--- config.mk ---
export PLATFORM = sky130hd
export DESIGN_NAME = msg_intake
export DESIGN_NICKNAME = d
export VERILOG_FILES = /design/src/hdl/pe_msg_pkg.sv /design/src/hdl/msg_intake.sv
export SDC_FILE = /design/constraint.sdc
export NUM_CORES = 1
export LEC_CHECK = 0
export BUFFER_PORTS_ARGS = -buffer_cell sky130_fd_sc_hd__buf_2
export CAP_MARGIN = 25
export CELL_PAD_IN_SITES_DETAIL_PLACEMENT = 0
export CELL_PAD_IN_SITES_GLOBAL_PLACEMENT = 2
export CORE_ASPECT_RATIO = 1.5
export CORE_UTILIZATION = 35
export CTS_BUF_LIST = sky130_fd_sc_hd__clkbuf_8
export CTS_CLUSTER_DIAMETER = 40
export CTS_CLUSTER_SIZE = 28
export DETAILED_ROUTE_END_ITERATION = 8
export HOLD_SLACK_MARGIN = 0.02
export PLACE_DENSITY = 0.9
export SLEW_MARGIN = 20
export SYNTH_ARGS = -nofsm -noshare
export SYNTH_HDL_FRONTEND = slang
export SYNTH_SLANG_ARGS = --single-unit
--- constraint.sdc ---
create_clock -name clk -period 2.25 [get_ports clk]
set_clock_uncertainty 0.05 [all_clocks]
set_input_delay 0.1125 -clock clk [delete_from_list [all_inputs] [get_ports clk]]
set_output_delay 0.1125 -clock clk [all_outputs]
set_load 0.03 [all_outputs]
--- src/hdl/pe_msg_pkg.sv ---
`default_nettype none

package pe_msg_pkg;

    localparam int COORD_WIDTH     = 4;
    localparam int COST_WIDTH      = 8;
    localparam int TIMESTAMP_WIDTH = 8;
    localparam int MAX_HOP_WIDTH   = 4;
    localparam int MSG_TYPE_WIDTH  = 4;

    typedef logic [COORD_WIDTH-1:0]     coord_t;
    typedef logic [COST_WIDTH-1:0]      cost_t;
    typedef logic [TIMESTAMP_WIDTH-1:0] tstamp_t;
    typedef logic [MAX_HOP_WIDTH-1:0]   hop_t;

    // Grid position, also the offer cache address
    typedef struct packed {
        coord_t row;
        coord_t col;
    } coord_pair_t;

    typedef enum logic [MSG_TYPE_WIDTH-1:0] {
        MSG_MATCH_OFFER       = 4'd0,
        MSG_ACCEPT_OFFER      = 4'd1,
        MSG_CONTRACT          = 4'd2,
        MSG_REFUSE_ACCEPTANCE = 4'd3
    } msg_type_e;

    typedef struct packed {
        coord_pair_t receiver;
        coord_pair_t source;
        coord_pair_t broker;
        tstamp_t     timestamp;
        cost_t       cost;
        hop_t        hops;
        msg_type_e   msg_type;
    } offer_msg_t;

    // Accept, contract and refuse all use this layout
    typedef struct packed {
        coord_pair_t receiver;
        coord_pair_t source;
        coord_pair_t sender;
        coord_pair_t target;
        logic [11:0] pad;
        msg_type_e   msg_type;
    } reply_msg_t;

    typedef union packed {
        offer_msg_t offer;
        reply_msg_t reply;
    } pe_msg_u;

    localparam coord_pair_t BROADCAST = '1;
    localparam hop_t        MAX_HOP   = 4'd15;

endpackage

`default_nettype wire

--- src/hdl/msg_intake.sv ---
`timescale 1ns/1ns
`default_nettype none

module msg_intake (
    input  wire logic                clk,
    input  wire logic                reset,
    input  wire pe_msg_pkg::pe_msg_u in_msg,
    input  wire logic                in_valid,
    output logic                     in_ready,
    input  wire logic                advance,
    output pe_msg_pkg::pe_msg_u      stage_msg,
    output logic                     stage_valid,
    output pe_msg_pkg::pe_msg_u      prev_msg,
    output pe_msg_pkg::coord_pair_t  read_addr
);

    assign in_ready = advance;

    always_ff @(posedge clk or posedge reset) begin
        if (reset) begin
            stage_valid <= 1'b0;
        end else if (advance) begin
            stage_valid <= in_valid;
        end
    end

    // Stage 2 keeps the message just processed for a second reply
    always_ff @(posedge clk) begin
        if (advance) begin
            stage_msg <= in_msg;
            prev_msg  <= stage_msg;
        end
    end

    // Source sits at the same bits in both views
    always_comb begin
        if (advance) begin
            read_addr = in_msg.offer.source;
        end else begin
            read_addr = stage_msg.offer.source;
        end
    end

endmodule

`default_nettype wire

==> impl_metrics.csv <==
group,metric,value,unit
outcome,run_status,"finished, final reports clean",
critical_path,r2r.worst_path.cells,1,
critical_path,buffers_plus_inverters_on_the_worst_setup_path,1,
sta,rsz_0062_raised_after_global_routing,"no",
cells_and_area,layout-drive-gt1-share,54.8,%
critical_path,critical_path.slowest_cell,"edfxtp_1",
floorplanning,core-area,8460,µm²
power_and_ir_drop,cellPowerDensity,802,nW/µm²
critical_path,crit_path_cell_trace,"mux2_4 -> buf_2",
sta,worst-slew-pin-transition,492,ps
cts,post_cts_resized,0,
drt,drt_wl_total,6.27,mm
logic_synthesis,synth_fp_nets,161,
sta,finalHoldViolCount,0,
sta,final.period_utilization,62.1,%
cells_and_area,filler_free_cell_count_of_the_finished_design,439,
logic_synthesis,mappedNetlistArea,3070,µm²
logic_synthesis,mux_share_of_post_synthesis_cell_area,4.41,%
logic_synthesis,synth_compound_gate_area_share,0,%
placement,io_buffer_count,157,
cts,buffer_count_from_post_cts_setup_fixing,0,
cts,clock_insertion_delay_worst_skew,350,ps
cts,number_of_levels_in_the_clock_h_tree,3,
global_route,gr-total-overflow,0,
logic_synthesis,synthesis.instances,109,
sta,period_minus_slack,1400,ps
floorplanning,die_h,117,µm
cells_and_area,multi_input_area,135,µm²
cts,path_clk_slew,90,ps
logic_synthesis,synth_top_family_by_area,"multiplexers",
logic_synthesis,synthDominantCellAreaShare,94.0,%
sta,max_clk_rate,715,MHz
critical_path,r2r_end,"stage_valid$_DFFE_PP0P_",
logic_synthesis,synth_xor_area_share,0,%
drt,wire_per_inst,14.3,µm
global_route,first_global_vias,1876,
cells_and_area,sequential_cell_area,2910,µm²
critical_path,critPathTopFamily,"flip-flops",
critical_path,crit_path_max_incr_delay,430,ps
critical_path,rr_startpoint,"stage_valid$_DFFE_PP0P_",
floorplanning,std_cell_rows,41,
sta,totalNegativeSetupSlack,0,ps
cts,tritoncts,"built",
logic_synthesis,fraction_of_the_yosys_area_taken_by_sequential_cells,94.9,%
critical_path,timing.critical_path.fanout_max,3,
floorplanning,die_width,78.4,µm
logic_synthesis,average_size_of_a_mapped_cell,28.1,µm²
logic_synthesis,synth_simple_gate_area_share,0,%
global_route,antenna_found_initial,0,
cells_and_area,layout-area-overhead-vs-synth,52.1,%
power_and_ir_drop,worst_ir_drop_vdd,0.378,mV
logic_synthesis,yosysWarningCount,0,
cells_and_area,fillers,697,
critical_path,critPathRequiredTime,2090,ps
cts,cts_buffer_depth,2,
critical_path,timing.setup.critical_path_class,"reg2out",
floorplanning,ios,158,
global_route,grt_first_pass_wirelength,9.03,mm
drt,route.vias.total,1864,
drt,via_per_inst,4.25,
global_route,grt_max_degree,51,
cts,clk_root_buffer_cell,"clkbuf_8",
logic_synthesis,ys_seq_elements,97,
critical_path,worstSetupEndpointType,"output port",
critical_path,critPathArrivalTime,1240,ps
placement,placed_cells_incl_taps,373,
cts,clkSinkCount,97,
floorplanning,dieArea,9140,µm²
drt,remaining_drc_errors,0,
sta,final_max_slew_viol_count,0,
cts,tritoncts.num_buffers,9,
critical_path,register_to_register_setup_slack,1440,ps
critical_path,worstSetupStartpointType,"register",
drt,dr.first_iter.drc_count,109,
drt,detailedRoute.firstPassIterationCount,4,
cells_and_area,design.final.nets,379,
cts,cts_hold_repair.buffers,50,
flow_run,number_of_maximum_capacitance_constraint_violations,0,
floorplanning,start_util,36.2,%
logic_synthesis,yosysTopAreaCell,"edfxtp_1",
global_route,global_route.usage.total,14.2,%
logic_synthesis,synth.area.top_cells,"edfxtp_1, mux2_4, dfrtp_1",
cells_and_area,insertedDiodeCount,0,
sta,max_slew_headroom,67.2,%
hold_path,timing.hold.worst.class,"in2async",
logic_synthesis,netlist-cell-type-count,6,
power_and_ir_drop,power.leakage,1.96,nW
placement,gp_congestion,0.706,
drt,ant_nets,0,
placement,detailedPlacementHpwl,4.38,mm
sta,setup-violations-final,0,
logic_synthesis,synthAdderAreaFrac,0,%
[cell usage in the layout (no fill, tap or decap), drive strengths merged]
cell type,count
buf,159
clkbuf,9
clkinv,3
clkinvlp,2
dfrtp,1
dlygate4sd3,50
edfxtp,96
inv,3
mux2,9
[through the flow]
stage / area, µm² / power (mW) / hold WS [ps] / utilization [%] / setup slack [ps]
2_1_floorplan: 3070 / 2.56 / -209 / - / 1190
3_3_place_gp: 4000 / 2.77 / -101 / 47.2 / 964
3_5_place_dp: 4000 / 2.79 / -99.2 / 47.2 / 960
4_1_cts: 4660 / 3.79 / 48.2 / 55.1 / 812
5_1_grt: 4660 / 3.90 / 67.5 / 55.1 / 782
6_report: 4660 / 3.74 / 71.6 / 55.1 / 852
[synthesized netlist by cell type]
cell type,instances
buf_4,1
buf_6,1
inv_1,1
mux2_4,9
edfxtp_1,96
dfrtp_1,1
[worst max-delay path by stage]
stage | start | end | slack, ps | cells after the start
after floorplan | stage_msg[32]$_DFFE_PP_ | read_addr[0] | 1190 | 1
after global placement | advance | stage_msg[43]$_DFFE_PP_ | 960 | 2
after detailed placement | advance | stage_msg[43]$_DFFE_PP_ | 960 | 2
after CTS | stage_msg[35]$_DFFE_PP_ | read_addr[3] | 810 | 2
after global routing | stage_msg[39]$_DFFE_PP_ | read_addr[7] | 780 | 2
final | stage_msg[35]$_DFFE_PP_ | read_addr[3] | 850 | 2
[flip-flops by register name, indices dropped and copies added, names as in the netlist]
name / count
prev_msg: 48
stage_msg: 48
stage_valid: 1
[logic make-up (layout without fill, tap and decap cells)]
logic type	count (synthesis)	after routing
buf+inv	3	226
flops	97	97
mux	9	9
[power by group]
group | total (mW) | switching, mW | leakage (nW) | internal (mW)
clock network | 0.933 | 0.542 | 0.0876 | 0.391
registers | 2.19 | 0.0494 | 0.951 | 2.14
logic | 0.618 | 0.411 | 0.921 | 0.207
[cell type report]
class,instances,share of cell area (%)
well taps,107,2.87
clock buffers,9,2.66
multi-input cells,9,2.90
inverters,1,0.0805
clock inverters,7,0.886
repair buffers,209,28.2
flip-flops and latches,97,62.4
[layer usage]
metal  vias up  global-route usage [%]  routed length (µm)
li1        871                       -                   -
met1       883                    14.8                2280
met2        96                    24.2                3430
met3        14                    3.98                 362
met4         0                    11.0                 197
met5         -                       0                   0
Power figures use the tool's default switching activity.
