<file path="src/hdl/pe_msg_pkg.sv">
`default_nettype none

package pe_msg_pkg;

    localparam int COORD_WIDTH     = 4;
    localparam int COST_WIDTH      = 8;
    localparam int TIMESTAMP_WIDTH = 8;
    localparam int MAX_HOP_WIDTH   = 4;
    localparam int MSG_TYPE_WIDTH  = 4;

    typedef logic [COORD_WIDTH-1:0]     coord_t;
    typedef logic [COST_WIDTH-1:0]      cost_t;
    typedef logic [TIMESTAMP_WIDTH-1:0] tstamp_t;
    typedef logic [MAX_HOP_WIDTH-1:0]   hop_t;

    // Grid position, also the offer cache address
    typedef struct packed {
        coord_t row;
        coord_t col;
    } coord_pair_t;

    typedef enum logic [MSG_TYPE_WIDTH-1:0] {
        MSG_MATCH_OFFER       = 4'd0,
        MSG_ACCEPT_OFFER      = 4'd1,
        MSG_CONTRACT          = 4'd2,
        MSG_REFUSE_ACCEPTANCE = 4'd3
    } msg_type_e;

    typedef struct packed {
        coord_pair_t receiver;
        coord_pair_t source;
        coord_pair_t broker;
        tstamp_t     timestamp;
        cost_t       cost;
        hop_t        hops;
        msg_type_e   msg_type;
    } offer_msg_t;

    // Accept, contract and refuse all use this layout
    typedef struct packed {
        coord_pair_t receiver;
        coord_pair_t source;
        coord_pair_t sender;
        coord_pair_t target;
        logic [11:0] pad;
        msg_type_e   msg_type;
    } reply_msg_t;

    typedef union packed {
        offer_msg_t offer;
        reply_msg_t reply;
    } pe_msg_u;

    localparam coord_pair_t BROADCAST = '1;
    localparam hop_t        MAX_HOP   = 4'd15;

endpackage

`default_nettype wire

</file>
<file path="src/hdl/pe_node_pkg.sv">
`default_nettype none

package pe_node_pkg;

    typedef enum logic [2:0] {
        CTRL_IDLE,
        CTRL_WAIT_CLEAR,
        CTRL_INITIAL_SEND,
        CTRL_PROCESSING,
        CTRL_ACCEPT_SEND
    } ctrl_state_e;

    typedef enum logic [1:0] {
        QUBIT_INITIAL,
        QUBIT_SEND_OFFER,
        QUBIT_WAITING_CONTRACT,
        QUBIT_MATCHED
    } qubit_state_e;

    // What the composer builds on an emit strobe
    typedef enum logic [2:0] {
        EMIT_OFFER,
        EMIT_FORWARD,
        EMIT_ACCEPT,
        EMIT_CONTRACT,
        EMIT_REFUSE
    } emit_kind_e;

    typedef struct packed {
        pe_msg_pkg::cost_t       cost;
        pe_msg_pkg::tstamp_t     timestamp;
        pe_msg_pkg::coord_pair_t broker;
        logic                    valid;
    } cache_entry_t;

    typedef pe_msg_pkg::coord_pair_t match_value_t;

    localparam pe_msg_pkg::cost_t NEIGHBOUR_COST = 8'd2;

    // Wraps like the hardware adder
    function automatic pe_msg_pkg::cost_t cost_add(input pe_msg_pkg::cost_t a,
                                                   input pe_msg_pkg::cost_t b);
        return a + b;
    endfunction

    // Half the Manhattan distance between two nodes
    function automatic pe_msg_pkg::cost_t cost_of_matching(input pe_msg_pkg::coord_pair_t a,
                                                           input pe_msg_pkg::coord_pair_t b);
        pe_msg_pkg::coord_t d_row;
        pe_msg_pkg::coord_t d_col;
        logic [pe_msg_pkg::COORD_WIDTH:0] d_sum;
        d_row = (a.row > b.row) ? a.row - b.row : b.row - a.row;
        d_col = (a.col > b.col) ? a.col - b.col : b.col - a.col;
        d_sum = d_row + d_col;
        return pe_msg_pkg::cost_t'(d_sum >> 1);
    endfunction

endpackage

`default_nettype wire

</file>
<file path="src/hdl/qubit_controller.sv">
`timescale 1ns/1ns
`default_nettype none

module qubit_controller #(
    parameter pe_msg_pkg::coord_t ROW_ID        = 4'd0,
    parameter pe_msg_pkg::coord_t COL_ID        = 4'd0,
    parameter pe_msg_pkg::cost_t  BOUNDARY_COST = 8'd4
) (
    input  wire logic                clk,
    input  wire logic                reset,
    input  wire logic                measurement_value,
    input  wire logic                measurement_valid,
    input  wire logic                start_offer,
    input  wire logic                stop_offer,
    input  wire pe_msg_pkg::pe_msg_u stage_msg,
    input  wire logic                stage_valid,
    input  wire pe_msg_pkg::pe_msg_u prev_msg,
    input  wire logic                better,
    input  wire logic                clearing,
    input  wire logic                out_free,
    output logic                     advance,
    output logic                     update,
    output logic                     emit,
    output pe_node_pkg::emit_kind_e  emit_kind,
    output pe_msg_pkg::tstamp_t      timestamp,
    output pe_msg_pkg::cost_t        qubit_cost,
    output pe_node_pkg::match_value_t match_value_out
);

    localparam pe_msg_pkg::coord_pair_t SELF_ID = '{row: ROW_ID, col: COL_ID};

    pe_node_pkg::ctrl_state_e  ctrl_state;
    pe_node_pkg::ctrl_state_e  ctrl_next;
    pe_node_pkg::qubit_state_e qubit_state;
    pe_node_pkg::qubit_state_e qubit_next;
    pe_node_pkg::match_value_t match;
    logic                      measured;
    logic                      record_match;
    logic                      accept_ok;

    assign advance = (ctrl_state == pe_node_pkg::CTRL_PROCESSING) && out_free && !stop_offer;
    assign match_value_out = measured ? match : '1;

    // Offer held in stage 2 is cheap enough to accept
    assign accept_ok = (prev_msg.offer.source != SELF_ID)
        && ($signed(prev_msg.offer.cost) < $signed(qubit_cost));

    //////////////////////////////////////////////////
    // Next state and message decisions

    always_comb begin
        ctrl_next    = ctrl_state;
        qubit_next   = qubit_state;
        emit         = 1'b0;
        emit_kind    = pe_node_pkg::EMIT_OFFER;
        update       = 1'b0;
        record_match = 1'b0;
        if (stop_offer) begin
            ctrl_next  = pe_node_pkg::CTRL_IDLE;
            qubit_next = pe_node_pkg::QUBIT_INITIAL;
        end else begin
            case (ctrl_state)
                pe_node_pkg::CTRL_IDLE: begin
                    qubit_next = pe_node_pkg::QUBIT_INITIAL;
                    if (start_offer) begin
                        ctrl_next = clearing ? pe_node_pkg::CTRL_WAIT_CLEAR
                                             : pe_node_pkg::CTRL_INITIAL_SEND;
                    end
                end
                pe_node_pkg::CTRL_WAIT_CLEAR: begin
                    if (!clearing) begin
                        ctrl_next = pe_node_pkg::CTRL_INITIAL_SEND;
                    end
                end
                pe_node_pkg::CTRL_INITIAL_SEND: begin
                    if (!measured) begin
                        ctrl_next = pe_node_pkg::CTRL_PROCESSING;
                    end else if (out_free) begin
                        emit       = 1'b1;
                        qubit_next = pe_node_pkg::QUBIT_SEND_OFFER;
                        ctrl_next  = pe_node_pkg::CTRL_PROCESSING;
                    end
                end
                pe_node_pkg::CTRL_PROCESSING: begin
                    if (advance && stage_valid) begin
                        case (stage_msg.offer.msg_type)
                            pe_msg_pkg::MSG_MATCH_OFFER: begin
                                if (better) begin
                                    update    = 1'b1;
                                    emit      = 1'b1;
                                    emit_kind = pe_node_pkg::EMIT_FORWARD;
                                    if (qubit_state == pe_node_pkg::QUBIT_SEND_OFFER) begin
                                        ctrl_next = pe_node_pkg::CTRL_ACCEPT_SEND;
                                    end
                                end
                            end
                            pe_msg_pkg::MSG_ACCEPT_OFFER: begin
                                if (stage_msg.reply.source == SELF_ID) begin
                                    emit      = 1'b1;
                                    emit_kind = pe_node_pkg::EMIT_REFUSE;
                                    if (qubit_state == pe_node_pkg::QUBIT_SEND_OFFER) begin
                                        emit_kind    = pe_node_pkg::EMIT_CONTRACT;
                                        qubit_next   = pe_node_pkg::QUBIT_MATCHED;
                                        record_match = 1'b1;
                                    end
                                end
                            end
                            pe_msg_pkg::MSG_CONTRACT: begin
                                if (stage_msg.reply.target == SELF_ID
                                        && qubit_state == pe_node_pkg::QUBIT_WAITING_CONTRACT) begin
                                    qubit_next   = pe_node_pkg::QUBIT_MATCHED;
                                    record_match = 1'b1;
                                end
                            end
                            pe_msg_pkg::MSG_REFUSE_ACCEPTANCE: begin
                                // Offer again after a refusal
                                if (stage_msg.reply.target == SELF_ID
                                        && qubit_state != pe_node_pkg::QUBIT_MATCHED) begin
                                    qubit_next = pe_node_pkg::QUBIT_SEND_OFFER;
                                    ctrl_next  = pe_node_pkg::CTRL_INITIAL_SEND;
                                end
                            end
                            default: begin
                            end
                        endcase
                    end
                end
                pe_node_pkg::CTRL_ACCEPT_SEND: begin
                    if (!accept_ok) begin
                        ctrl_next = pe_node_pkg::CTRL_PROCESSING;
                    end else if (out_free) begin
                        emit       = 1'b1;
                        emit_kind  = pe_node_pkg::EMIT_ACCEPT;
                        qubit_next = pe_node_pkg::QUBIT_WAITING_CONTRACT;
                        ctrl_next  = pe_node_pkg::CTRL_PROCESSING;
                    end
                end
                default: begin
                    ctrl_next = pe_node_pkg::CTRL_IDLE;
                end
            endcase
        end
    end

    //////////////////////////////////////////////////
    // State registers

    always_ff @(posedge clk or posedge reset) begin
        if (reset) begin
            ctrl_state  <= pe_node_pkg::CTRL_IDLE;
            qubit_state <= pe_node_pkg::QUBIT_INITIAL;
            measured    <= 1'b0;
            timestamp   <= '0;
        end else begin
            ctrl_state  <= ctrl_next;
            qubit_state <= qubit_next;
            if (ctrl_state == pe_node_pkg::CTRL_IDLE && measurement_valid) begin
                measured <= measurement_value;
            end
            if (ctrl_state == pe_node_pkg::CTRL_IDLE) begin
                timestamp <= '0;
            end else begin
                timestamp <= timestamp + 1'b1;
            end
        end
    end

    // Partner is the sender of the accept or contract
    always_ff @(posedge clk) begin
        if (ctrl_state == pe_node_pkg::CTRL_IDLE) begin
            match      <= pe_msg_pkg::BROADCAST;
            qubit_cost <= BOUNDARY_COST;
        end else if (record_match) begin
            match      <= stage_msg.reply.sender;
            qubit_cost <= pe_node_pkg::cost_of_matching(SELF_ID, stage_msg.reply.sender);
        end
    end

endmodule

`default_nettype wire

</file>
<file path="config.mk">
export PLATFORM = sky130hd
export DESIGN_NAME = qubit_controller
export DESIGN_NICKNAME = d
export VERILOG_FILES = /design/src/hdl/pe_msg_pkg.sv /design/src/hdl/pe_node_pkg.sv /design/src/hdl/qubit_controller.sv
export SDC_FILE = /design/constraint.sdc
export NUM_CORES = 1
export LEC_CHECK = 0
export BUFFER_PORTS_ARGS = -buffer_cell sky130_fd_sc_hd__buf_4
export CORE_ASPECT_RATIO = 0.5
export CORE_UTILIZATION = 44
export DETAILED_ROUTE_END_ITERATION = 10
export GPL_TIMING_DRIVEN = 0
export PLACE_DENSITY = 0.87
export SYNTH_ARGS = -nofsm -noshare
export SYNTH_HDL_FRONTEND = slang
export SYNTH_SLANG_ARGS = --single-unit
</file>
<file path="constraint.sdc">
create_clock -name clk -period 4.2 [get_ports clk]
set_input_delay 0.42 -clock clk [delete_from_list [all_inputs] [get_ports clk]]
set_output_delay 0.42 -clock clk [all_outputs]
set_load 0.01 [all_outputs]
</file>
==> key figures <==
Critical path
  • Crit path to: emit_kind[1]
  • FF-to-FF End: qubit_state[1]$_DFFE_PP0P_
  • Most used cell, CP: buf_4
  • Worst path slowest cell: or4_1
  • Worst R2R Start: qubit_cost[1]$_SDFFE_PN0P_
  • CP Class: in -> out
  • Critical path data required time: 3780 ps
  • CP cell instances: buf_4 > or4_1 > nor2_1 > nand4_1 > clkbuf_1 > a21oi_1 > buf_4
  • R2R Setup Slk: 2030 ps
  • Nature of the critical path endpoint: output pin
  • Crit-path max FO: 10
  • CP Data Arrival Time: 2290 ps
  • Startpoint Class: input port
  • Beginning of the critical path: stage_msg[33]
  • Worst stage delay on the critical path: 560 ps
  • Worst R2R Path Depth: 7

Power and ir drop
  • P_leak: 1.20 nW
  • Pwr Total: 0.686 mW
  • Power Density: 268 nW/um^2
  • VDD IR-drop max: 0.143 mV

Worst hold path
  • HP Class: in -> async

Die
  • Row cnt: 16
  • DIE HEIGHT: 47.5 um
  • Die width: 93.1 um
  • # IOs: 136
  • Total core area: 3940 sq um
  • Initial cell density of the core: 46.3%
  • Total Die Area: 4430 sq um

Clocking
  • CTS root buffer: clkbuf_8
  • Post-cts resize count: 0
  • Clock transition at the registers of the reported paths: 100 ps
  • Clock tree sinks: 26
  • CTS tree: yes
  • CTS max path bufs: 2
  • Post-CTS Setup Inserts: 0
  • CTS Buf Count: 3
  • Hold_buf cts: 0
  • Clock Latency Late Sink: 280 ps
  • H-tree levels: 1

Timing
  • Minimum clock period: 2710 ps
  • # setup viols final: 0
  • Final TNS setup: 0 ps
  • Worst slew pin tran: 544 ps
  • Final Skew: 5.22 ps
  • Max Slew Vio Count: 0
  • Fmax: 0.369 GHz
  • Worst relative slew slack: 63.6%
  • Setup repair after global routing missed its margin: no
  • Final period util: 64.5%
  • Final Hold Vio Count: 0

Placed design
  • Post-Place Cells: 350
  • Gp weighted congestion: 0.928
  • DP Wirelength: 3990 um
  • Placed cell area: 2490 sq um
  • PortBufs: 78

Route
  • Vias per std cell: 5.64
  • DRC: 0
  • DR vias: 1,995
  • Total Routed Length: 5050 um
  • Iteration-0 DRC Markers: 70
  • Router iterations before antenna repair: 4
  • Post-detailed-route count of antenna-violating nets: 0
  • WL per Instance: 14.3 um

Layout
  • Multi-input gate area: 1130 sq um
  • Fin nets: 415
  • Synth-to-layout area growth: 40.3%
  • Non-filler cells, final: 354
  • # diodes: 0
  • Seq. cell area: 591 sq um
  • Final instance area: 2560 sq um
  • Ratio of cells with drive above 1 in the final layout: 34.0%
  • Fill cells: 331

Synthesis
  • Cells after synthesis: 215
  • Distinct cells, synth: 59
  • Syn avg cell area: 8.49 sq um
  • FFs w/ async S/R, synth: 53.8%
  • Mapped Area: 1830 sq um
  • Synth Register Bits: 26
  • Main synth FF type: dfrtp_1
  • Post-synth EDFFs: 0
  • Ys Warns: 0
  • Sequential area share after synthesis: 32.4%

Global route
  • Vias in the first global route: 1,847
  • Initial antenna violation count: 0
  • First-pass GRT wire length: 7920 um
  • Total GRT Usage: 22.6%
  • Largest net degree at the start of global routing: 16
  • GRT overflow: 0

Flow run
  • Max cap viols: 0

Run status
  • Status: completed
-- layout make-up --
class | count | area share [%]
clock inverter | 1 | 1.17
multi-input combinational | 167 | 44.0
inverter | 11 | 1.61
timing repair buffer | 78 | 22.9
buffer | 14 | 3.03
clock buffer | 3 | 1.61
sequential | 26 | 23.1
tap | 54 | 2.64
-- cells by family (layout without fill, tap and decap cells) --
family | after synthesis | count (layout) | synth area share (%)
and+or+nand+nor | 97 | 97 | 30.5
other | 1 | 4 | 0.205
xor gates and xnor gates | 8 | 8 | 3.84
buffers and inverters | 25 | 107 | 6.51
AOI/OAI and AO/OA | 49 | 49 | 20.1
DFF | 26 | 26 | 32.4
adders and majority gates | 8 | 8 | 5.89
muxes | 1 | 1 | 0.617
-- critical path, delay by kind of cell --
family                 cells  cell delay (ps)
and+or+nand+nor            3             1070
AOI/OAI and AO/OA          1              240
buffers and inverters      3              570
-- flip-flops by register name (all words and copies together), names as in the netlist --
register,cells
ctrl_state,3
measured,1
qubit_state,2
match,8
qubit_cost,4
timestamp,8
-- how the worst min path moves through the flow --
stage | to | slack [ps] | cells after the start
finish | timestamp[2]$_DFF_PP0_ | 180 | 2
global route | measured$_DFFE_PP0P_ | 230 | 2
CTS | timestamp[6]$_DFF_PP0_ | 200 | 2
detailed placement | match[6]$_SDFFE_PN1P_ | 470 | 2
global placement | match[7]$_SDFFE_PN1P_ | 470 | 2
floorplan | ctrl_state[0]$_DFFE_PP0P_ | 310 | 1
-- cells in the mapped netlist (2+ instances only) --
| library cell | instances | area (sq um) |
|---|---|---|
| and2_1 | 2 | 12.5 |
| nand2_1 | 9 | 33.8 |
| o21ai_0 | 8 | 40.0 |
| and4_1 | 2 | 17.5 |
| and3b_1 | 2 | 17.5 |
| nand3_1 | 24 | 120 |
| xnor2_1 | 3 | 26.3 |
| xor2_1 | 5 | 43.8 |
| a211oi_2 | 2 | 25.0 |
| o22ai_1 | 2 | 12.5 |
| o31a_1 | 2 | 17.5 |
| nor2_1 | 15 | 56.3 |
| buf_2 | 2 | 10.0 |
| a31oi_1 | 5 | 31.3 |
| dfrtp_1 | 14 | 350 |
| clkbuf_1 | 6 | 22.5 |
| nor3_1 | 3 | 15.0 |
| nor2b_1 | 6 | 37.5 |
| o311ai_0 | 3 | 26.3 |
| dfxtp_1 | 12 | 240 |
| ha_1 | 7 | 87.6 |
| buf_4 | 6 | 45.0 |
| nand2b_1 | 11 | 68.8 |
| nor4_1 | 6 | 37.5 |
| inv_1 | 11 | 41.3 |
| a21oi_1 | 7 | 35.0 |
| or2_2 | 2 | 12.5 |
| o211ai_1 | 5 | 37.5 |
| and3_1 | 3 | 18.8 |
-- where the power goes --
part	leakage [nW]	switching, mW	internal, mW	total [mW]
logic	0.876	0.105	0.0907	0.195
registers	0.286	0.0151	0.263	0.279
clock network	0.0357	0.0847	0.128	0.212
-- cell usage in the layout (no fill, tap or decap), drive strengths merged, types with 4 or more instances in the layout --
cell type | Yosys | routed
ha | 7 | 7
buf | 8 | 86
nand2b | 11 | 11
dfrtp | 14 | 14
xor2 | 5 | 5
nor2b | 6 | 6
dfxtp | 12 | 12
nand3 | 24 | 24
a21oi | 7 | 7
o211ai | 5 | 5
o311ai | 4 | 4
inv | 11 | 11
a31oi | 5 | 5
nor3 | 4 | 4
nor4 | 6 | 6
conb | 1 | 4
nand2 | 9 | 9
o21ai | 9 | 9
clkbuf | 6 | 9
nor2 | 15 | 15
-- metrics by stage --
step | utilization (%) | worst slack, ps | hold WS, ps
floorplan | - | 1970 | 309
global placement | 63.1 | 1560 | 466
detailed placement | 63.1 | 1550 | 472
CTS | 64.9 | 1530 | 201
global route | 64.9 | 1350 | 232
finish | 64.9 | 1490 | 178
-- metal layers --
metal	wire, um	share of wire, %	up-vias	global-route usage (%)
li1	-	-	958	-
met1	2140	42	954	26.9
met2	2610	52	76	44.7
met3	260	5.1	7	3.65
met4	38	0.75	0	6.15
met5	0	0	-	0
(Power assumes the default switching activity.)
