--- src/hdl/pe_msg_pkg.sv ---
`default_nettype none

package pe_msg_pkg;

    localparam int COORD_WIDTH     = 4;
    localparam int COST_WIDTH      = 8;
    localparam int TIMESTAMP_WIDTH = 8;
    localparam int MAX_HOP_WIDTH   = 4;
    localparam int MSG_TYPE_WIDTH  = 4;

    typedef logic [COORD_WIDTH-1:0]     coord_t;
    typedef logic [COST_WIDTH-1:0]      cost_t;
    typedef logic [TIMESTAMP_WIDTH-1:0] tstamp_t;
    typedef logic [MAX_HOP_WIDTH-1:0]   hop_t;

    // Grid position, also the offer cache address
    typedef struct packed {
        coord_t row;
        coord_t col;
    } coord_pair_t;

    typedef enum logic [MSG_TYPE_WIDTH-1:0] {
        MSG_MATCH_OFFER       = 4'd0,
        MSG_ACCEPT_OFFER      = 4'd1,
        MSG_CONTRACT          = 4'd2,
        MSG_REFUSE_ACCEPTANCE = 4'd3
    } msg_type_e;

    typedef struct packed {
        coord_pair_t receiver;
        coord_pair_t source;
        coord_pair_t broker;
        tstamp_t     timestamp;
        cost_t       cost;
        hop_t        hops;
        msg_type_e   msg_type;
    } offer_msg_t;

    // Accept, contract and refuse all use this layout
    typedef struct packed {
        coord_pair_t receiver;
        coord_pair_t source;
        coord_pair_t sender;
        coord_pair_t target;
        logic [11:0] pad;
        msg_type_e   msg_type;
    } reply_msg_t;

    typedef union packed {
        offer_msg_t offer;
        reply_msg_t reply;
    } pe_msg_u;

    localparam coord_pair_t BROADCAST = '1;
    localparam hop_t        MAX_HOP   = 4'd15;

endpackage

`default_nettype wire

--- src/hdl/pe_node_pkg.sv ---
`default_nettype none

package pe_node_pkg;

    typedef enum logic [2:0] {
        CTRL_IDLE,
        CTRL_WAIT_CLEAR,
        CTRL_INITIAL_SEND,
        CTRL_PROCESSING,
        CTRL_ACCEPT_SEND
    } ctrl_state_e;

    typedef enum logic [1:0] {
        QUBIT_INITIAL,
        QUBIT_SEND_OFFER,
        QUBIT_WAITING_CONTRACT,
        QUBIT_MATCHED
    } qubit_state_e;

    // What the composer builds on an emit strobe
    typedef enum logic [2:0] {
        EMIT_OFFER,
        EMIT_FORWARD,
        EMIT_ACCEPT,
        EMIT_CONTRACT,
        EMIT_REFUSE
    } emit_kind_e;

    typedef struct packed {
        pe_msg_pkg::cost_t       cost;
        pe_msg_pkg::tstamp_t     timestamp;
        pe_msg_pkg::coord_pair_t broker;
        logic                    valid;
    } cache_entry_t;

    typedef pe_msg_pkg::coord_pair_t match_value_t;

    localparam pe_msg_pkg::cost_t NEIGHBOUR_COST = 8'd2;

    // Wraps like the hardware adder
    function automatic pe_msg_pkg::cost_t cost_add(input pe_msg_pkg::cost_t a,
                                                   input pe_msg_pkg::cost_t b);
        return a + b;
    endfunction

    // Half the Manhattan distance between two nodes
    function automatic pe_msg_pkg::cost_t cost_of_matching(input pe_msg_pkg::coord_pair_t a,
                                                           input pe_msg_pkg::coord_pair_t b);
        pe_msg_pkg::coord_t d_row;
        pe_msg_pkg::coord_t d_col;
        logic [pe_msg_pkg::COORD_WIDTH:0] d_sum;
        d_row = (a.row > b.row) ? a.row - b.row : b.row - a.row;
        d_col = (a.col > b.col) ? a.col - b.col : b.col - a.col;
        d_sum = d_row + d_col;
        return pe_msg_pkg::cost_t'(d_sum >> 1);
    endfunction

endpackage

`default_nettype wire

--- src/hdl/msg_composer.sv ---
`timescale 1ns/1ns
`default_nettype none

module msg_composer #(
    parameter pe_msg_pkg::coord_t ROW_ID = 4'd0,
    parameter pe_msg_pkg::coord_t COL_ID = 4'd0
) (
    input  wire logic                    clk,
    input  wire logic                    reset,
    input  wire logic                    emit,
    input  wire pe_node_pkg::emit_kind_e emit_kind,
    input  wire pe_msg_pkg::pe_msg_u     stage_msg,
    input  wire pe_msg_pkg::pe_msg_u     prev_msg,
    input  wire pe_msg_pkg::tstamp_t     timestamp,
    input  wire pe_msg_pkg::cost_t       qubit_cost,
    output pe_msg_pkg::pe_msg_u          out_msg,
    output logic                         out_valid,
    input  wire logic                    out_ready,
    output logic                         out_free
);

    localparam pe_msg_pkg::coord_pair_t SELF_ID = '{row: ROW_ID, col: COL_ID};

    pe_msg_pkg::pe_msg_u word;

    always_comb begin
        word = '0;
        case (emit_kind)
            pe_node_pkg::EMIT_OFFER: begin
                word.offer.receiver  = pe_msg_pkg::BROADCAST;
                word.offer.source    = SELF_ID;
                word.offer.broker    = SELF_ID;
                word.offer.timestamp = timestamp;
                word.offer.cost      = pe_node_pkg::cost_add(pe_node_pkg::NEIGHBOUR_COST,
                                                             -qubit_cost);
                word.offer.hops      = pe_msg_pkg::MAX_HOP;
                word.offer.msg_type  = pe_msg_pkg::MSG_MATCH_OFFER;
            end
            pe_node_pkg::EMIT_FORWARD: begin
                word.offer          = stage_msg.offer;
                word.offer.receiver = pe_msg_pkg::BROADCAST;
                word.offer.cost     = pe_node_pkg::cost_add(stage_msg.offer.cost,
                                                            pe_node_pkg::NEIGHBOUR_COST);
            end
            pe_node_pkg::EMIT_ACCEPT: begin
                word.reply.receiver = prev_msg.offer.broker;
                word.reply.source   = prev_msg.offer.source;
                word.reply.sender   = SELF_ID;
                word.reply.target   = SELF_ID;
                word.reply.msg_type = pe_msg_pkg::MSG_ACCEPT_OFFER;
            end
            default: begin
                // Answer to an accept aimed at this node
                word.reply.receiver = stage_msg.reply.sender;
                word.reply.source   = SELF_ID;
                word.reply.sender   = SELF_ID;
                word.reply.target   = stage_msg.reply.target;
                word.reply.msg_type = (emit_kind == pe_node_pkg::EMIT_CONTRACT)
                    ? pe_msg_pkg::MSG_CONTRACT : pe_msg_pkg::MSG_REFUSE_ACCEPTANCE;
            end
        endcase
    end

    // Free when empty or being taken on this edge
    assign out_free = !out_valid || out_ready;

    always_ff @(posedge clk or posedge reset) begin
        if (reset) begin
            out_valid <= 1'b0;
        end else if (emit) begin
            out_valid <= 1'b1;
        end else if (out_ready) begin
            out_valid <= 1'b0;
        end
    end

    always_ff @(posedge clk) begin
        if (emit) begin
            out_msg <= word;
        end
    end

endmodule

`default_nettype wire

--- config.mk ---
export PLATFORM = sky130hd
export DESIGN_NAME = msg_composer
export DESIGN_NICKNAME = d
export VERILOG_FILES = /design/src/hdl/pe_msg_pkg.sv /design/src/hdl/pe_node_pkg.sv /design/src/hdl/msg_composer.sv
export SDC_FILE = /design/constraint.sdc
export NUM_CORES = 1
export LEC_CHECK = 0
export ABC_AREA = 1
export BUFFER_PORTS_ARGS = -buffer_cell sky130_fd_sc_hd__buf_2
export CAP_MARGIN = 20
export CORE_UTILIZATION = 44
export CTS_CLUSTER_DIAMETER = 50
export DETAILED_ROUTE_END_ITERATION = 8
export PLACE_DENSITY = 0.83
export SLEW_MARGIN = 40
export SYNTH_ARGS = -nofsm -noshare
export SYNTH_HDL_FRONTEND = slang
export SYNTH_SLANG_ARGS = --single-unit
--- constraint.sdc ---
create_clock -name clk -period 0.87 [get_ports clk]
set_input_delay 0.174 -clock clk [delete_from_list [all_inputs] [get_ports clk]]
set_output_delay 0.174 -clock clk [all_outputs]
set_load 0.02 [all_outputs]
==> impl_metrics.json, run 1 <==
{
  "ant_nets": 0,
  "gp_congestion": 0.812,
  "drc": 0,
  "synth_top_area_share_pct": 61.1,
  "diodes": 0,
  "final.setup.worst_slack_ns": -0.170,
  "cap_violations": 0,
  "p_int_uw": 3970,
  "grt_pass1_wl_um": 8460,
  "die_w_um": 75.2,
  "hold_class": "input pin to flip-flop",
  "violations": "setup timing",
  "clk_path_buf_depth": 2,
  "ir_drop_mv": 0.743,
  "finalHoldViolations": 0,
  "coreArea_um2": 5140,
  "final.period_utilization_pct": 120,
  "root_buffer": "clkbuf_8",
  "slew_headroom_pct": 86.1,
  "post_cts_buffers": 0,
  "top_level_ports": 169,
  "yosys_warnings": 0,
  "topRoutingLayerUsed": "met4",
  "wl_met1_um": 2340,
  "io_buffer_count": 128,
  "synthCells": 236,
  "synthFlopType": "edfxtp_1",
  "path_cells": "buf_6",
  "powerDensity_nw_per_um2": 1520,
  "p_seq_share_pct": 53.3,
  "overflow": 0,
  "fin_tns_setup_ns": -6.60,
  "synthToLayoutAreaGrowth_pct": 51.1,
  "syn_area_um2": 2360,
  "timing.fmax_mhz": 961,
  "place_ws_ns": -0.270,
  "p_comb_share_pct": 23.2,
  "cts_buffers": 5,
  "die_h_um": 75.2,
  "skew_ns": 0,
  "grt_max_degree": 30,
  "switching_share_pct": 26.8,
  "routed_wl_um": 5850,
  "cts_tree": "yes",
  "grt_pass1_vias": 1939,
  "syn_avg_cell_area_um2": 9.99,
  "synth_nets": 357,
  "worstPathArrival_ns": 0.87,
  "rsz0062_at_grt": "yes",
  "period_needed_ns": 1.04,
  "setup_violations": 50,
  "path_max_fanout": 1,
  "vias": 2149,
  "p_leak_uw": 0.00173,
  "antenna_found_initial": 0,
  "insertion_delay_ns": 0.29,
  "synth_cell_types": 22,
  "viasPerCell": 4.76,
  "tightest_slew_ns": 0.207,
  "ys_seq_area_share_pct": 62.2,
  "wl_per_cell_um": 13.0,
  "start_util_pct": 45.9,
  "p_sw_uw": 1450,
  "htreeDepth": 2,
  "cpMaxStageDelayCell": "edfxtp_1",
  "crit_path_end_kind": "output port",
  "cp_slowest_stage_delay_ns": 0.42,
  "nets": 501,
  "synth_edf_count": 48,
  "utilization_pct": 69.3,
  "synth_area_leaders": "edfxtp_1, nand2_1, o21ai_0",
  "drive_gt1_share_pct": 42.5,
  "critPathTopFamily": "flip-flops",
  "clk_pin_slew_ns": 0.09,
  "path_buf_inv": 1,
  "cp-start-kind": "flip-flop",
  "firstDrtPassIters": 4,
  "clkSinkCount": 49,
  "route.met2.wl_um": 2980,
  "synth_common_cells": "nand2_1, edfxtp_1, inv_1",
  "fp-row-count": 26,
  "postSynth.asyncResetShare_pct": 2.04,
  "synth_area_leader_cell": "edfxtp_1",
  "yosysMostFrequentCell": "nand2_1",
  "fp.dieArea_um2": 5650,
  "status": "finished with violations",
  "critical_path_class": "flip-flop to output port",
  "track_usage_pct": 20.4,
  "clkPwrFrac_pct": 23.5,
  "p_total_uw": 5430,
  "wl_met3_um": 469,
  "drt_iter0_drc": 106,
  "ys_ff_latch": 49,
  "dp_hpwl_um": 4260,
  "maxSlewViolCount": 0,
  "crit_required_ns": 0.70,
  "holdWs_ns": 0.144
}
## routing by layer
| layer | track usage (%) | up-vias |
|---|---|---|
| li1 | - | 1077 |
| met4 | 6.38 | 0 |
| met3 | 6.83 | 6 |
| met2 | 35.9 | 96 |
| met1 | 23.5 | 970 |
| met5 | 0 | - |
## sequential cells by signal, indices dropped and copies added, names as in the netlist
register	cells
out_msg	48
out_valid	1
## metrics by stage
step	cells	instance area, µm²
global route	451	3560
floorplan	236	2410
detailed placement	442	3210
finish	451	3560
global placement	442	3210
CTS	451	3360
## cells by family after synthesis
kind of cell	Yosys count	synth area share, %
flip-flops	49	62.2
AND/OR/NAND/NOR	108	20.6
XOR/XNOR	1	0.372
adder cells (fa/ha/maj)	2	1.06
buffers and inverters	39	7.59
AO/OA/AOI/OAI	37	8.17
## power groups by stage
stage          Combinational, µW  Sequential [µW]  Clock [µW]
2_1_floorplan                293             3170           0
3_3_place_gp                1050             2900           0
3_5_place_dp                1080             2910           0
4_1_cts                     1120             2860        1300
5_1_grt                     1360             2910        1400
6_report                    1260             2890        1280
## cell usage in the layout (no fill, tap or decap)
master	count
dlygate4sd3_1	1
nand4_1	2
nor2_1	12
ha_1	1
inv_2	2
a21oi_1	11
nor2_4	1
ha_4	1
nand3b_1	1
clkbuf_8	5
clkinvlp_4	1
xnor2_1	1
buf_4	13
buf_12	4
nand2_2	1
nand3_1	19
a22o_1	1
buf_6	38
o21ai_1	4
clkbuf_4	1
o22ai_1	1
nand2_1	67
nor2_2	1
o21bai_1	1
edfxtp_1	48
nor2_8	2
nand2_4	2
clkbuf_1	2
dfrtp_1	1
inv_6	1
o21ai_0	19
inv_1	27
buf_2	89
## cell type report
cell class	count	area, µm²
fillers	399	1580
flip-flops and latches	49	1470
clock inverters	1	7.51
repair buffers	146	1070
multi-input cells	148	737
inverters	30	118
clock buffers	7	76.3
well taps	70	87.6
## path summary, 6_finish.rpt
path | endpoint | startpoint | slack [ns] | cells past startpoint
setup / recovery | out_msg[8] | out_msg[8] | -0.17 | 1
max in group asynchronous | out_valid | reset | 0.52 | 3
hold reg to reg | out_valid | out_valid | 0.50 | 2
setup reg to reg | out_valid | out_valid | 0.26 | 2
hold / removal | out_msg[38] | stage_msg[38] | 0.14 | 3
min in group asynchronous | out_valid | reset | 0.26 | 3
## repair_timing
item | in CTS | in global routing
endpoints found under the setup margin | 50 | 55
gates resized for setup | 17 | 64
hold buffers | 1 | 0
hold endpoints to repair | 1 | 0
gates cloned | 0 | 0
pin swaps | 1 | 0
No activity file was read; power rests on OpenSTA's default activity.
==> run 2: changes to the inputs <==
--- a/config.mk
+++ b/config.mk
@@ -12,6 +12,7 @@
 export CTS_CLUSTER_DIAMETER = 50
 export DETAILED_ROUTE_END_ITERATION = 8
 export PLACE_DENSITY = 0.83
+export REMOVE_ABC_BUFFERS = 1
 export SLEW_MARGIN = 40
 export SYNTH_ARGS = -nofsm -noshare
 export SYNTH_HDL_FRONTEND = slang
==> run 2 against run 1 <==
Compared with the run above: the run still ends with setup timing left; sequential cell count unchanged; non-clock buffer count up 3; power up 1.6%; hold slack worse by 0.0093 ns; critical path depth up 1; sequential share of layout area down 0.43 points; worst setup slack worse by 0.052 ns; largest power group unchanged.
==> impl_metrics.json, run 2 (same netlist as run 1, synthesis figures left out) <==
{
  "status": "finished with violations",
  "violations": "setup timing",
  "reg.largest.list": "out_msg x48, out_valid x1",
  "track_usage_pct": 20.5,
  "overflow": 0,
  "fp-row-count": 26,
  "coreArea_um2": 5140,
  "ant_nets": 0,
  "grt_pass1_vias": 2022,
  "dp_hpwl_um": 4260,
  "start_util_pct": 45.9,
  "design_area_um2": 3600,
  "final_common_cell": "buf_2",
  "clk_pin_slew_ns": 0.09,
  "die_h_um": 75.2,
  "drc": 0,
  "gp_congestion": 0.805,
  "drt_iter0_drc": 96,
  "vias": 2177,
  "path_max_fanout": 2,
  "antenna_found_initial": 0,
  "top_level_ports": 169,
  "path_cells": "nand2_2, buf_6",
  "regMostFlops": "out_msg",
  "ir_drop_mv": 0.878,
  "hold_class": "input pin to flip-flop",
  "grt_max_degree": 29,
  "cap_violations": 0,
  "wl_per_cell_um": 13.7,
  "worstPathArrival_ns": 0.92,
  "largest_reg_flops": 48,
  "final.setup.worst_slack_ns": -0.223,
  "diodes": 0,
  "finalHoldViolations": 0,
  "synthToLayoutAreaGrowth_pct": 52.7,
  "tightest_slew_ns": 0.200,
  "cp_slowest_stage_delay_ns": 0.41,
  "period_needed_ns": 1.09,
  "nets": 504,
  "drive_gt1_share_pct": 44.3,
  "fin_tns_setup_ns": -6.95,
  "cp-start-kind": "flip-flop",
  "cts_tree": "yes",
  "die_w_um": 75.2,
  "grt_pass1_wl_um": 8610,
  "powerDensity_nw_per_um2": 1530,
  "final.period_utilization_pct": 126,
  "slew_headroom_pct": 86.6,
  "viasPerCell": 4.80,
  "routed_wl_um": 6200,
  "cts_buffers": 5,
  "firstDrtPassIters": 4,
  "crit_required_ns": 0.70,
  "htreeDepth": 2,
  "layout_common_cells": "buf_2, nand2_1, edfxtp_1",
  "insertion_delay_ns": 0.29,
  "fp.dieArea_um2": 5650,
  "setup_violations": 50,
  "crit_path_end_kind": "output port",
  "cpMaxStageDelayCell": "dfrtp_1",
  "rsz0062_at_grt": "yes",
  "place_area_um2": 3210,
  "root_buffer": "clkbuf_8",
  "p_leak_uw": 0.00175,
  "io_buffer_count": 128,
  "critical_path_class": "flip-flop to output port",
  "skew_ns": 0,
  "clk_path_buf_depth": 2,
  "clkSinkCount": 49,
  "timing.fmax_mhz": 915,
  "maxSlewViolCount": 0
}
==> run 2: changes by cell type in the layout (fill, tap and decap cells not counted), sizes merged <==
| cell | delta |
|---|---|
| buf | +3 |
| clkbuf | -2 |
| inv | +1 |
| clkinv | +1 |
==> run 2: layer usage <==
layer / GRT usage [%] / up-vias / part of all wire (%)
li1: - / 1076 / -
met1: 22.9 / 991 / 36
met2: 38.0 / 94 / 55
met3: 3.48 / 16 / 6.0
met4: 9.88 / 0 / 2.7
met5: 0 / - / 0
==> run 2: what timing repair did <==
action / CTS / global route
buffers inserted: 1 / 0
setup endpoints to repair: 51 / 56
gates resized for setup: 20 / 70
pin swaps: 2 / 5
hold buffers: 1 / 0
hold endpoints to repair: 1 / 0
==> run 2: power breakdown <==
group          internal [µW]  switching [µW]  leakage, µW  total [µW]
sequential              2810            82.6     0.000474        2890
combinational            608             676      0.00124        1280
clock                    571             767    0.0000445        1340
total                   3990            1530      0.00175        5520
==> run 2: final timing paths <==
kind | depth (start not counted) | to | slack, ns | startpoint
setup reg to reg | 3 | out_valid | 0.11 | out_valid
setup / recovery | 2 | out_free | -0.22 | out_valid
hold reg to reg | 3 | out_valid | 0.68 | out_valid
hold / removal | 3 | out_msg[6] | 0.13 | stage_msg[6]
max in group asynchronous | 3 | out_valid | 0.52 | reset
min in group asynchronous | 3 | out_valid | 0.26 | reset
==> run 2: worst max-delay path, delay by kind of cell (launching register included) <==
family,cells,cell delay (ns)
flip-flops,1,0.41
buffers and inverters,1,0.12
AND/OR/NAND/NOR,1,0.09
==> run 2: cell type report <==
type	count	area, µm²
timing repair buffer	149	1100
multi-input combinational	148	744
sequential	49	1470
fill	405	1540
clock inverter	3	21.3
tap	70	87.6
inverter	30	113
clock buffer	5	68.8
==> run 2: through the flow <==
step                setup slack, ns  power, µW  std cells  utilization, %  hold WS [ns]
global route                 -0.271       5760        454            70.0         0.134
CTS                          -0.184       5360        454            65.8         0.127
floorplan                    -0.175       3390        227               -       -0.0973
global placement             -0.332       3940        444            62.5       0.00660
detailed placement           -0.362       3980        444            62.5        0.0147
finish                       -0.223       5520        454            70.0         0.134
==> run 3: changes to the inputs <==
==> constraint.sdc (replaced) <==
create_clock -name clk -period 1.4 [get_ports clk]
set_input_delay 0.28 -clock clk [delete_from_list [all_inputs] [get_ports clk]]
set_output_delay 0.28 -clock clk [all_outputs]
set_load 0.005 [all_outputs]
==> run 3 against run 2 <==
Compared with the run above: the flow now finishes without violations; sequential power shrank 39%; routed wire length shrank 12%; first-iteration DRC count decreased by 7.3%; power down 41%; critical path depth unchanged; sequential share of layout area increased by 4.2 points; core utilization shrank 6.6 points; global-route usage fell by 0.95 points; worst setup slack improved by 0.49 ns; hold slack better by 0.092 ns; critical path type unchanged; largest power group unchanged; highest routed layer unchanged.
==> impl_metrics.json, run 3 (same netlist as run 1, synthesis figures left out) <==
{
  "status": "completed",
  "fin_tns_setup_ns": 0,
  "slew_headroom_pct": 82.6,
  "r2r_end": "out_valid",
  "io_buffer_count": 128,
  "cap_violations": 0,
  "cts_tree": "yes",
  "ir_drop_mv": 0.498,
  "drive_gt1_share_pct": 40.5,
  "postCtsHoldBufs": 1,
  "layout_common_cells": "buf_2, nand2_1, edfxtp_1",
  "grt_pass1_wl_um": 8130,
  "finalHoldViolations": 0,
  "worstPathArrival_ns": 0.86,
  "hp-start": "out_ready",
  "dp.cells": 436,
  "coreArea_um2": 5140,
  "viasPerCell": 4.77,
  "fp-row-count": 26,
  "ant_nets": 0,
  "cts_resized": 0,
  "overflow": 0,
  "start_util_pct": 45.9,
  "wl_per_cell_um": 12.2,
  "reg.largest.list": "out_msg x48, out_valid x1",
  "grt_pass1_vias": 1887,
  "hold_class": "input pin to flip-flop",
  "rsz0062_at_grt": "no",
  "dp_hpwl_um": 4190,
  "clk_pin_slew_ns": 0.09,
  "utilization_pct": 63.4,
  "setup_violations": 0,
  "p_leak_uw": 0.00163,
  "top_level_ports": 169,
  "die_h_um": 75.2,
  "routed_wl_um": 5440,
  "clkSinkCount": 49,
  "skew_ns": 0,
  "final_cells": 445,
  "final_common_cell": "buf_2",
  "track_usage_pct": 19.6,
  "period_needed_ns": 1.14,
  "final.period_utilization_pct": 81.1,
  "firstDrtPassIters": 4,
  "critical_path_class": "flip-flop to output port",
  "path_max_fanout": 2,
  "timing.fmax_mhz": 880,
  "htreeDepth": 2,
  "cp-start-kind": "flip-flop",
  "root_buffer": "clkbuf_8",
  "maxSlewViolCount": 0,
  "antenna_found_initial": 0,
  "crit_path_end_kind": "output port",
  "regMostFlops": "out_msg",
  "rr_worst_depth": 2,
  "rr_startpoint": "out_valid",
  "holdPathStages": 4,
  "diodes": 0,
  "vias": 2121,
  "die_w_um": 75.2,
  "nets": 495,
  "grt_max_degree": 27,
  "fp.dieArea_um2": 5650,
  "drc": 0,
  "crit_required_ns": 1.12,
  "post_cts_buffers": 0,
  "synthToLayoutAreaGrowth_pct": 38.3,
  "tightest_slew_ns": 0.261,
  "rrSetupSlack_ns": 0.80,
  "clk_path_buf_depth": 2,
  "hold-path-endpoint": "out_valid",
  "gp_congestion": 0.750,
  "cts_buffers": 5,
  "drt_iter0_drc": 89,
  "insertion_delay_ns": 0.29,
  "largest_reg_flops": 48,
  "powerDensity_nw_per_um2": 1000
}
[run 3: changes by cell type in the layout (fill, tap and decap cells not counted), moves of 2 or more]
| cell | previous run | this run |
|---|---|---|
| nand2_1 | 65 | 68 |
| nor2_1 | 11 | 14 |
| buf_2 | 88 | 128 |
| nor2_2 | 2 | 0 |
| buf_6 | 39 | 0 |
| nand2_2 | 3 | 0 |
| buf_4 | 16 | 8 |
[run 3: cell type report]
type,count,area [µm²]
Tap cell,70,87.6
Timing Repair Buffer,140,771
Clock buffer,5,68.8
Sequential cell,49,1470
Fill cell,464,1880
Multi-Input combinational cell,148,712
Clock inverter,3,41.3
Inverter,30,113
[run 3: metal layers]
layer	global-route usage [%]	vias to the layer above	share of wire [%]
li1	-	1067	-
met1	21.1	967	39
met2	37.1	79	53
met3	4.95	8	6.0
met4	6.79	0	1.6
met5	0	-	0
[run 3: critical path, stage by stage, from the launching register on]
cell and delay, ns:
dfrtp_1 0.38, nand2_1 0.08, buf_2 0.11
[run 3: power breakdown]
part | internal [µW] | switching (µW) | total, µW
clock | 526 | 468 | 995
sequential | 1740 | 26.5 | 1770
combinational | 243 | 262 | 505
total | 2510 | 757 | 3270
[run 3: through the flow]
| step | hold WS [ns] | power (µW) | setup WS (ns) | area, µm² |
|---|---|---|---|---|
| after floorplan | 0.00871 | 1960 | 0.249 | 2290 |
| after global placement | 0.112 | 2290 | 0.0507 | 3140 |
| after detailed placement | 0.117 | 2310 | 0.000485 | 3140 |
| after CTS | 0.231 | 3300 | 0.250 | 3260 |
| after global routing | 0.237 | 3420 | 0.168 | 3260 |
| final | 0.226 | 3270 | 0.264 | 3260 |
[run 3: how the worst max path moves through the flow]
| stage | start | end | slack, ns |
|---|---|---|---|
| 6_report | out_valid | out_free | 0.26 |
| 5_1_grt | out_valid | out_free | 0.17 |
| 4_1_cts | out_valid | out_free | 0.25 |
| 3_5_place_dp | qubit_cost[0] | out_msg[14] | 0.0005 |
| 3_3_place_gp | qubit_cost[0] | out_msg[14] | 0.05 |
| 2_1_floorplan | qubit_cost[0] | out_msg[14] | 0.25 |
